[src/include/mul_defs.svh]
`ifndef MUL_DEFS_SVH
`define MUL_DEFS_SVH

// operand width of rs and rt
`define MUL_WIDTH 32

// width of one operand half
// the top half gets one extra bit for the sign or zero extension
`define MUL_HALF 16

// full product width, enough for any of the three opcodes
`define MUL_PROD_WIDTH 64

// clocks from the edge that samples a request to its valid result
// operand stage, row stage one, row stage two, row adder
`define MUL_LATENCY 4

`endif
[src/hdl/mulPkg.sv]
`default_nettype none

package mulPkg;

	`include "mul_defs.svh"

	// opcode selects signedness of rs and rt
	// opMulS  : signed rs, signed rt
	// opMulU  : unsigned rs, unsigned rt
	// opMulSu : signed rs, unsigned rt
	typedef enum logic [1:0]
	{
		opMulS  = 2'd0,
		opMulU  = 2'd1,
		opMulSu = 2'd2
	} mulOp;

	// request as it arrives from the execute stage
	// valid is a level, no handshake
	typedef struct packed
	{
		logic                  valid;
		mulOp                  op;
		logic [`MUL_WIDTH-1:0] rs;
		logic [`MUL_WIDTH-1:0] rt;
	} mulReq;

	// operands after extension to 33 bits and the split into halves
	// low halves are plain unsigned
	// high halves carry the extension bit and are read as signed
	typedef struct packed
	{
		logic                 valid;
		logic [`MUL_HALF-1:0] aLo;
		logic [`MUL_HALF:0]   aHi;
		logic [`MUL_HALF-1:0] bLo;
		logic [`MUL_HALF:0]   bHi;
	} mulOperands;

	// one aligned partial sum, already at its final bit position
	typedef struct packed
	{
		logic                       valid;
		logic [`MUL_PROD_WIDTH-1:0] row;
	} mulRow;

	// unit output, full 64-bit product
	typedef struct packed
	{
		logic                       valid;
		logic [`MUL_PROD_WIDTH-1:0] product;
	} mulResult;

endpackage

`default_nettype wire

[src/hdl/mulUnit.sv]
`timescale 1ns/1ns
`default_nettype none

module mulUnit
(
	input  wire logic        clock,
	input  wire logic        rstN,
	input  mulPkg::mulReq    req,
	output mulPkg::mulResult result
);

	// split operands, shared by both row generators
	mulPkg::mulOperands operands;

	// aligned rows, they meet in the adder on the same cycle
	mulPkg::mulRow rowLow;
	mulPkg::mulRow rowHigh;

	// edge 1, request sampled and split
	mulOperandStage operandStage
	(
		.clock    (clock),
		.rstN     (rstN),
		.req      (req),
		.operands (operands)
	);

	// edges 2 and 3, rs low half x rt
	mulRowLow rowLowGen
	(
		.clock    (clock),
		.rstN     (rstN),
		.operands (operands),
		.row      (rowLow)
	);

	// edges 2 and 3, rs high half x rt
	mulRowHigh rowHighGen
	(
		.clock    (clock),
		.rstN     (rstN),
		.operands (operands),
		.row      (rowHigh)
	);

	// edge 4, product out
	mulRowAdd rowAdd
	(
		.clock   (clock),
		.rstN    (rstN),
		.rowLow  (rowLow),
		.rowHigh (rowHigh),
		.result  (result)
	);

endmodule

`default_nettype wire

[src/hdl/mulRowAdd.sv]
`timescale 1ns/1ns
`default_nettype none

`include "mul_defs.svh"

module mulRowAdd
(
	input  wire logic        clock,
	input  wire logic        rstN,
	input  mulPkg::mulRow    rowLow,
	input  mulPkg::mulRow    rowHigh,
	output mulPkg::mulResult result
);

	// output registers
	logic                       validQ;
	logic [`MUL_PROD_WIDTH-1:0] productQ;

	// final sum of the two rows
	logic [`MUL_PROD_WIDTH-1:0] rowSum;

	// both rows arrive in the same cycle
	// rowHigh.valid mirrors rowLow.valid, so only one of them drives the result
	always_ff @(posedge clock or negedge rstN)
	begin
		if (!rstN)
		begin
			validQ <= 1'b0;
		end
		else
		begin
			validQ <= rowLow.valid;
		end
	end

	// carry out of bit 63 is dropped
	// the 64-bit sum is the exact product for every opcode
	assign rowSum = rowLow.row + rowHigh.row;

	always_ff @(posedge clock)
	begin
		productQ <= rowSum;
	end

	assign result.valid   = validQ;
	assign result.product = productQ;

endmodule

`default_nettype wire

[src/hdl/mulRowHigh.sv]
`timescale 1ns/1ns
`default_nettype none

`include "mul_defs.svh"

module mulRowHigh
(
	input  wire logic          clock,
	input  wire logic          rstN,
	input  mulPkg::mulOperands operands,
	output mulPkg::mulRow      row
);

	// width of a 17 x 17 signed product
	localparam int prodWidth = 2 * `MUL_HALF + 2;

	// stage one, two signed partial products of aHi
	logic                          valid1Q;
	logic signed [prodWidth-1:0]   prodHiLoQ;
	logic signed [prodWidth-1:0]   prodHiHiQ;

	// stage two, aligned row
	logic                          valid2Q;
	logic [`MUL_PROD_WIDTH-1:0]    rowQ;

	// sum of aHi x extended rt, before the final shift
	logic [`MUL_PROD_WIDTH-1:0]    hiLoExt;
	logic [`MUL_PROD_WIDTH-1:0]    hiHiAligned;
	logic [`MUL_PROD_WIDTH-1:0]    hiSum;

	// valid pipe, same depth as the low row
	always_ff @(posedge clock or negedge rstN)
	begin
		if (!rstN)
		begin
			valid1Q <= 1'b0;
			valid2Q <= 1'b0;
		end
		else
		begin
			valid1Q <= operands.valid;
			valid2Q <= valid1Q;
		end
	end

	// stage one
	// bLo gets a zero on top so it reads as a positive 17-bit value
	always_ff @(posedge clock)
	begin
		prodHiLoQ <= $signed(operands.aHi) * $signed({1'b0, operands.bLo});
		prodHiHiQ <= $signed(operands.aHi) * $signed(operands.bHi);
	end

	// aHi x bLo at bit 0, sign-extended
	assign hiLoExt =
		{
			{(`MUL_PROD_WIDTH - prodWidth){prodHiLoQ[prodWidth-1]}},
			prodHiLoQ
		};

	// aHi x bHi at bit 16
	assign hiHiAligned =
		{
			{(`MUL_PROD_WIDTH - prodWidth - `MUL_HALF){prodHiHiQ[prodWidth-1]}},
			prodHiHiQ,
			{`MUL_HALF{1'b0}}
		};

	// aHi x extended rt
	assign hiSum = hiLoExt + hiHiAligned;

	// stage two
	// whole row weighs 2^16 since aHi is the top half of rs
	// bits shifted out above 64 are dropped, modulo 2^64
	always_ff @(posedge clock)
	begin
		rowQ <= {hiSum[`MUL_PROD_WIDTH-`MUL_HALF-1:0], {`MUL_HALF{1'b0}}};
	end

	assign row.valid = valid2Q;
	assign row.row   = rowQ;

endmodule

`default_nettype wire

[src/hdl/mulRowLow.sv]
`timescale 1ns/1ns
`default_nettype none

`include "mul_defs.svh"

module mulRowLow
(
	input  wire logic          clock,
	input  wire logic          rstN,
	input  mulPkg::mulOperands operands,
	output mulPkg::mulRow      row
);

	// width of a 17 x 17 signed product
	localparam int prodWidth = 2 * `MUL_HALF + 2;

	// stage one, two partial products of aLo
	logic                          valid1Q;
	logic [2*`MUL_HALF-1:0]        prodLoLoQ;
	logic signed [prodWidth-1:0]   prodLoHiQ;

	// stage two, aligned row
	logic                          valid2Q;
	logic [`MUL_PROD_WIDTH-1:0]    rowQ;

	// row sum ahead of the stage two register
	logic [`MUL_PROD_WIDTH-1:0]    loLoExt;
	logic [`MUL_PROD_WIDTH-1:0]    loHiAligned;
	logic [`MUL_PROD_WIDTH-1:0]    rowSum;

	// valid pipe, cleared in reset
	always_ff @(posedge clock or negedge rstN)
	begin
		if (!rstN)
		begin
			valid1Q <= 1'b0;
			valid2Q <= 1'b0;
		end
		else
		begin
			valid1Q <= operands.valid;
			valid2Q <= valid1Q;
		end
	end

	// stage one
	// aLo x bLo, both unsigned, fits 32 bits
	// aLo x bHi, aLo zero-extended to 17 bits so the multiply stays signed
	always_ff @(posedge clock)
	begin
		prodLoLoQ <= operands.aLo * operands.bLo;
		prodLoHiQ <= $signed({1'b0, operands.aLo}) * $signed(operands.bHi);
	end

	// low product sits at bit 0, zero above
	assign loLoExt = {{(`MUL_PROD_WIDTH - 2*`MUL_HALF){1'b0}}, prodLoLoQ};

	// cross product sits at bit 16, sign-extended to the top
	assign loHiAligned =
		{
			{(`MUL_PROD_WIDTH - prodWidth - `MUL_HALF){prodLoHiQ[prodWidth-1]}},
			prodLoHiQ,
			{`MUL_HALF{1'b0}}
		};

	// aLo x extended rt, modulo 2^64
	assign rowSum = loLoExt + loHiAligned;

	// stage two
	always_ff @(posedge clock)
	begin
		rowQ <= rowSum;
	end

	assign row.valid = valid2Q;
	assign row.row   = rowQ;

endmodule

`default_nettype wire

[src/hdl/mulOperandStage.sv]
`timescale 1ns/1ns
`default_nettype none

`include "mul_defs.svh"

module mulOperandStage
(
	input  wire logic           clock,
	input  wire logic           rstN,
	input  mulPkg::mulReq       req,
	output mulPkg::mulOperands  operands
);

	// registered request
	logic                  reqValidQ;
	mulPkg::mulOp          reqOpQ;
	logic [`MUL_WIDTH-1:0] rsQ;
	logic [`MUL_WIDTH-1:0] rtQ;

	// signedness decoded from the opcode
	logic rsSigned;
	logic rtSigned;

	// operands extended to 33 bits
	logic [`MUL_WIDTH:0] rsExt;
	logic [`MUL_WIDTH:0] rtExt;

	// valid is the only control bit here
	always_ff @(posedge clock or negedge rstN)
	begin
		if (!rstN)
		begin
			reqValidQ <= 1'b0;
		end
		else
		begin
			reqValidQ <= req.valid;
		end
	end

	// payload, sampled every clock whether valid or not
	always_ff @(posedge clock)
	begin
		reqOpQ <= req.op;
		rsQ    <= req.rs;
		rtQ    <= req.rt;
	end

	// opcode decode, the only one in the unit
	// rs signed for opMulS and opMulSu, rt signed only for opMulS
	always_comb
	begin
		case (reqOpQ)
			mulPkg::opMulS:
			begin
				rsSigned = 1'b1;
				rtSigned = 1'b1;
			end
			mulPkg::opMulSu:
			begin
				rsSigned = 1'b1;
				rtSigned = 1'b0;
			end
			default:
			begin
				// opMulU, and the unused encoding as unsigned too
				rsSigned = 1'b0;
				rtSigned = 1'b0;
			end
		endcase
	end

	// copy the sign bit for a signed operand, zero otherwise
	assign rsExt = {rsSigned & rsQ[`MUL_WIDTH-1], rsQ};
	assign rtExt = {rtSigned & rtQ[`MUL_WIDTH-1], rtQ};

	// split into a 16-bit unsigned low half and a 17-bit signed high half
	// value of each operand is hi * 2^16 + lo
	assign operands.valid = reqValidQ;
	assign operands.aLo   = rsExt[`MUL_HALF-1:0];
	assign operands.aHi   = rsExt[`MUL_WIDTH:`MUL_HALF];
	assign operands.bLo   = rtExt[`MUL_HALF-1:0];
	assign operands.bHi   = rtExt[`MUL_WIDTH:`MUL_HALF];

endmodule

`default_nettype wire

[config.mk]
export PLATFORM = sky130hd
export DESIGN_NAME = mulUnit
export DESIGN_NICKNAME = d
export VERILOG_FILES = /design/src/hdl/mulPkg.sv /design/src/hdl/mulUnit.sv /design/src/hdl/mulRowAdd.sv /design/src/hdl/mulRowHigh.sv /design/src/hdl/mulRowLow.sv /design/src/hdl/mulOperandStage.sv
export VERILOG_INCLUDE_DIRS = /design/src /design/src/include
export SDC_FILE = /design/constraint.sdc
export NUM_CORES = 2
export LEC_CHECK = 0
export ABC_CLOCK_PERIOD_IN_PS = 6200
export BUFFER_PORTS_ARGS = -buffer_cell sky130_fd_sc_hd__buf_2
export CAP_MARGIN = 10
export CORE_MARGIN = 1.5
export CORE_UTILIZATION = 36
export DETAILED_ROUTE_END_ITERATION = 8
export PLACE_DENSITY = 0.52
export SLEW_MARGIN = 30
export SYNTH_ARGS = -nofsm -noshare
export SYNTH_HDL_FRONTEND = slang
export SYNTH_SLANG_ARGS = --single-unit
export TNS_END_PERCENT = 50
[constraint.sdc]
create_clock -name clock -period 6.2 [get_ports clock]
set_clock_uncertainty 0.15 [all_clocks]
set_input_delay 0 -clock clock [delete_from_list [all_inputs] [get_ports clock]]
set_output_delay 0 -clock clock [all_outputs]
set_load 0.02 [all_outputs]
==> flow_metrics.py <==
metrics = {
    "timing": {
        "max_freq_ghz": 0.1620,
        "report.final.slew_viol_count": 0,
        "setup_viol": 0,
        "hold_viol": 0,
        "min_period_ps": 6174,
        "worstMarginPinSlew_ps": 887.8,
        "rsz0062_at_grt": "true",
        "finalWorstSetupSlack_ps": 26.44,
        "timing.final.crit_share": 0.9957,
        "slew_headroom": 0.4064,
    },
    "floorplan": {
        "rows": 138,
        "die-area_um2": 145000,
        "io_pins": 134,
        "start_util": 0.3628,
        "die_h_um": 380.8,
        "die_x_um": 380.8,
        "core_area_um2": 141600,
    },
    "logic_synthesis": {
        "synth_fa_ha_area_frac": 0.4974,
        "synth_xor_area_frac": 0.03580,
        "synth_mux_area_frac": 0.001388,
        "async_flop_share": 0.01096,
        "syn_area_um2": 51370,
        "synth_simple_gate_area_frac": 0.1476,
        "synth_flop_cell": "dfxtp_1",
        "synth_seq_cells": 365,
        "yosys_warnings": 0,
        "synth_cell_types": 87,
        "synth-edff-count": 0,
        "syn_inst": 5572,
        "synth_top_family_by_area": "adder cells",
        "synth_compound_area_frac": 0.06810,
        "yosysSeqAreaShare": 0.1426,
        "synth_nets": 7103,
        "syn_area_per_cell_um2": 9.220,
    },
    "grt": {
        "gr-usage-all-layers": 0.1956,
        "grt_pass1_wl_mm": 224.3,
        "antenna_found_initial": 16,
        "grt_pass1_vias": 40990,
        "grt_overflow": 0,
        "grt_max_degree": 34,
    },
    "critical_path": {
        "crit_top_cell": "fa_1",
        "crit_path_top_delay_cell": "fa_2",
        "crit_required_ps": 6600,
        "reg2reg_from": "operandStage.reqOpQ[0]",
        "cp-start-kind": "flop",
        "crit_path_max_incr_delay_ps": 590,
        "crit_chain": "nor2_2, nand2_2, or2_4, fa_2, fa_1, inv_1, fa_1, fa_1, inv_1, fa_1, inv_1, fa_1, ha_4, a21o_4, o32ai_4, a211oi_2, a311oi_1, buf_4, o31ai_4, o211ai_1, buf_4, mux2i_1, o2111ai_1",
        "crit_path_max_fanout": 3,
        "endpoint_kind": "flop",
        "worstRegToRegCells": 23,
        "worstPathArrival_ps": 6570,
        "regToRegEndpoint": "rowHighGen.prodHiHiQ[29]",
        "reg2reg_slack_ps": 30,
        "path_delay_family": "adder cells",
        "path_class": "reg -> reg",
        "critPathBufInv": 5,
    },
    "place": {
        "dp_hpwl_mm": 115.6,
        "post-place-ws_ps": -308.4,
        "globalplace.congestion": 0.8746,
        "portBuffers": 133,
        "dpl_cell_area_um2": 58030,
    },
    "clocking": {
        "path_clk_slew_ps": 70,
        "clock_sinks": 365,
        "cts_tree": "built",
        "cts_htree_levels": 2,
        "cts_inserted_buffers": 48,
        "clock_latency_ps": 690,
        "clockBufferDepth": 3,
        "clockRootBuffer": "clkbuf_16",
    },
    "hold_path": {
        "min_path_cells": 2,
        "holdCritStartpoint": "req[1]",
        "hold_end": "operandStage.rtQ[1]",
        "holdCritPathClass": "in -> reg",
    },
    "routing": {
        "ant_nets": 0,
        "drc_errors": 0,
        "first_pass_iters": 7,
        "detail_route.wl_per_cell_um": 17.43,
        "avgViaCountPerCell": 4.693,
        "drt_iter0_markers": 2122,
        "wirelength_mm": 142.5,
        "dr_total_vias": 38360,
    },
    "cells_and_area": {
        "final_area_um2": 63420,
        "num-fill-cells": 13710,
        "multi_input_area_um2": 39640,
        "ff_latch_area_um2": 7411,
        "nets": 7772,
        "syn2layout_area_growth_pct": 23.45,
        "drive_above_1_share": 0.1740,
    },
    "outcome": {
        "outcome": "finished clean",
    },
    "run": {
        "drv_cap": 0,
    },
}
[cell type report]
cell class | instances | area share
multi-input combinational | 3746 | 0.6251
timing repair buffer | 829 | 0.1211
sequential | 365 | 0.1169
inverter | 1251 | 0.07408
tap | 1890 | 0.03729
clock buffer | 59 | 0.02038
clock inverter | 31 | 0.005070
antenna | 3 | 0.0001184
[worst max path at each step]
stage	slack [ps]	cells after the start	start	to
after floorplan	-20	21	operandStage.rtQ[1]	rowLowGen.prodLoLoQ[28]
after global placement	-290	22	operandStage.rtQ[19]	rowHighGen.prodHiHiQ[29]
after detailed placement	-310	22	operandStage.rtQ[19]	rowHighGen.prodHiHiQ[29]
after CTS	-60	25	operandStage.rtQ[2]	rowHighGen.prodHiLoQ[32]
after global routing	-190	23	operandStage.reqOpQ[0]	rowHighGen.prodHiHiQ[29]
final	30	23	operandStage.reqOpQ[0]	rowHighGen.prodHiHiQ[29]
[sequential cells by signal (all words and copies together), names as in the netlist]
signal	cells
rowLowGen.prodLoLoQ	32
rowHighGen.prodHiLoQ	34
rowHighGen.rowQ	48
operandStage.reqValidQ	1
operandStage.rtQ	32
operandStage.reqOpQ	2
rowLowGen.valid2Q	1
rowLowGen.valid1Q	1
rowHighGen.prodHiHiQ	32
rowLowGen.prodLoHiQ	34
rowLowGen.rowQ	51
operandStage.rsQ	32
rowAdd.validQ	1
rowAdd.productQ	64
[through the flow]
stage | setup TNS (ps) | util | cells | hold slack (ps)
finish | 0 | 0.4479 | 8174 | 31.48
global route | -1908 | 0.4479 | 8172 | 20.92
CTS | -176.3 | 0.4333 | 8095 | 5.860
detailed placement | -3957 | 0.4098 | 7863 | -341.9
global placement | -2780 | 0.4098 | 7863 | -345.2
floorplan | -21.96 | - | 5572 | -445.6
[repair_timing]
action	CTS	global route
endpoints found under the hold margin	71	0
setup buffers	6	72
setup endpoints to repair	37	49
gates cloned	1	9
resized for setup	61	346
pin swaps	8	215
hold buffers	135	0
[Yosys cell counts, types with 40 or more instances]
cell type / instances / area share
inv_1: 1251 / 0.091
ha_1: 495 / 0.12
xor2_1: 40 / 0.0068
a21oi_1: 141 / 0.014
a21o_1: 66 / 0.0096
dfxtp_1: 361 / 0.14
clkbuf_1: 203 / 0.015
o21ai_0: 76 / 0.0074
nand3_1: 54 / 0.0053
fa_1: 967 / 0.38
nor2_1: 135 / 0.0099
xnor2_1: 170 / 0.029
nand2_1: 704 / 0.051
and2_1: 443 / 0.054
nor3_1: 46 / 0.0045
[cells in the final DEF, fill, tap and decap left out, types with 22 or more instances in the layout]
cell type / n
inv_1: 1212
fa_1: 944
nand2_1: 674
ha_1: 457
and2_1: 430
buf_4: 410
dfxtp_1: 320
xnor2_1: 167
dlygate4sd3_1: 135
buf_2: 134
nor2_1: 131
a21oi_1: 123
buf_12: 76
a21o_1: 65
o21ai_0: 60
clkbuf_16: 56
nand3_1: 49
buf_6: 46
nor3_1: 41
xor2_1: 40
inv_2: 38
o21a_1: 35
o21bai_1: 35
ha_4: 33
and3_1: 28
dfxtp_2: 28
nand2_2: 26
nand2b_1: 24
fa_2: 23
nor2b_1: 22
[cells by family (layout without fill, tap and decap cells)]
logic type	Yosys count	after routing
AO/OA/AOI/OAI	511	511
XOR/XNOR	210	210
adder cells (fa/ha/maj)	1462	1462
buffers and inverters	1461	2170
flip-flops	365	365
multiplexers	7	7
other	0	3
AND/OR/NAND/NOR	1556	1556
[routing by layer]
layer,GRT usage,vias up,routed length [um]
li1,-,18200,-
met1,0.2710,19190,66050
met2,0.3194,807,64750
met3,0.03535,151,8238
met4,0.03903,8,3378
met5,0,-,54
Power is not shown: default switching activity piles up to over one toggle a cycle in this logic, so the estimate is an artifact.
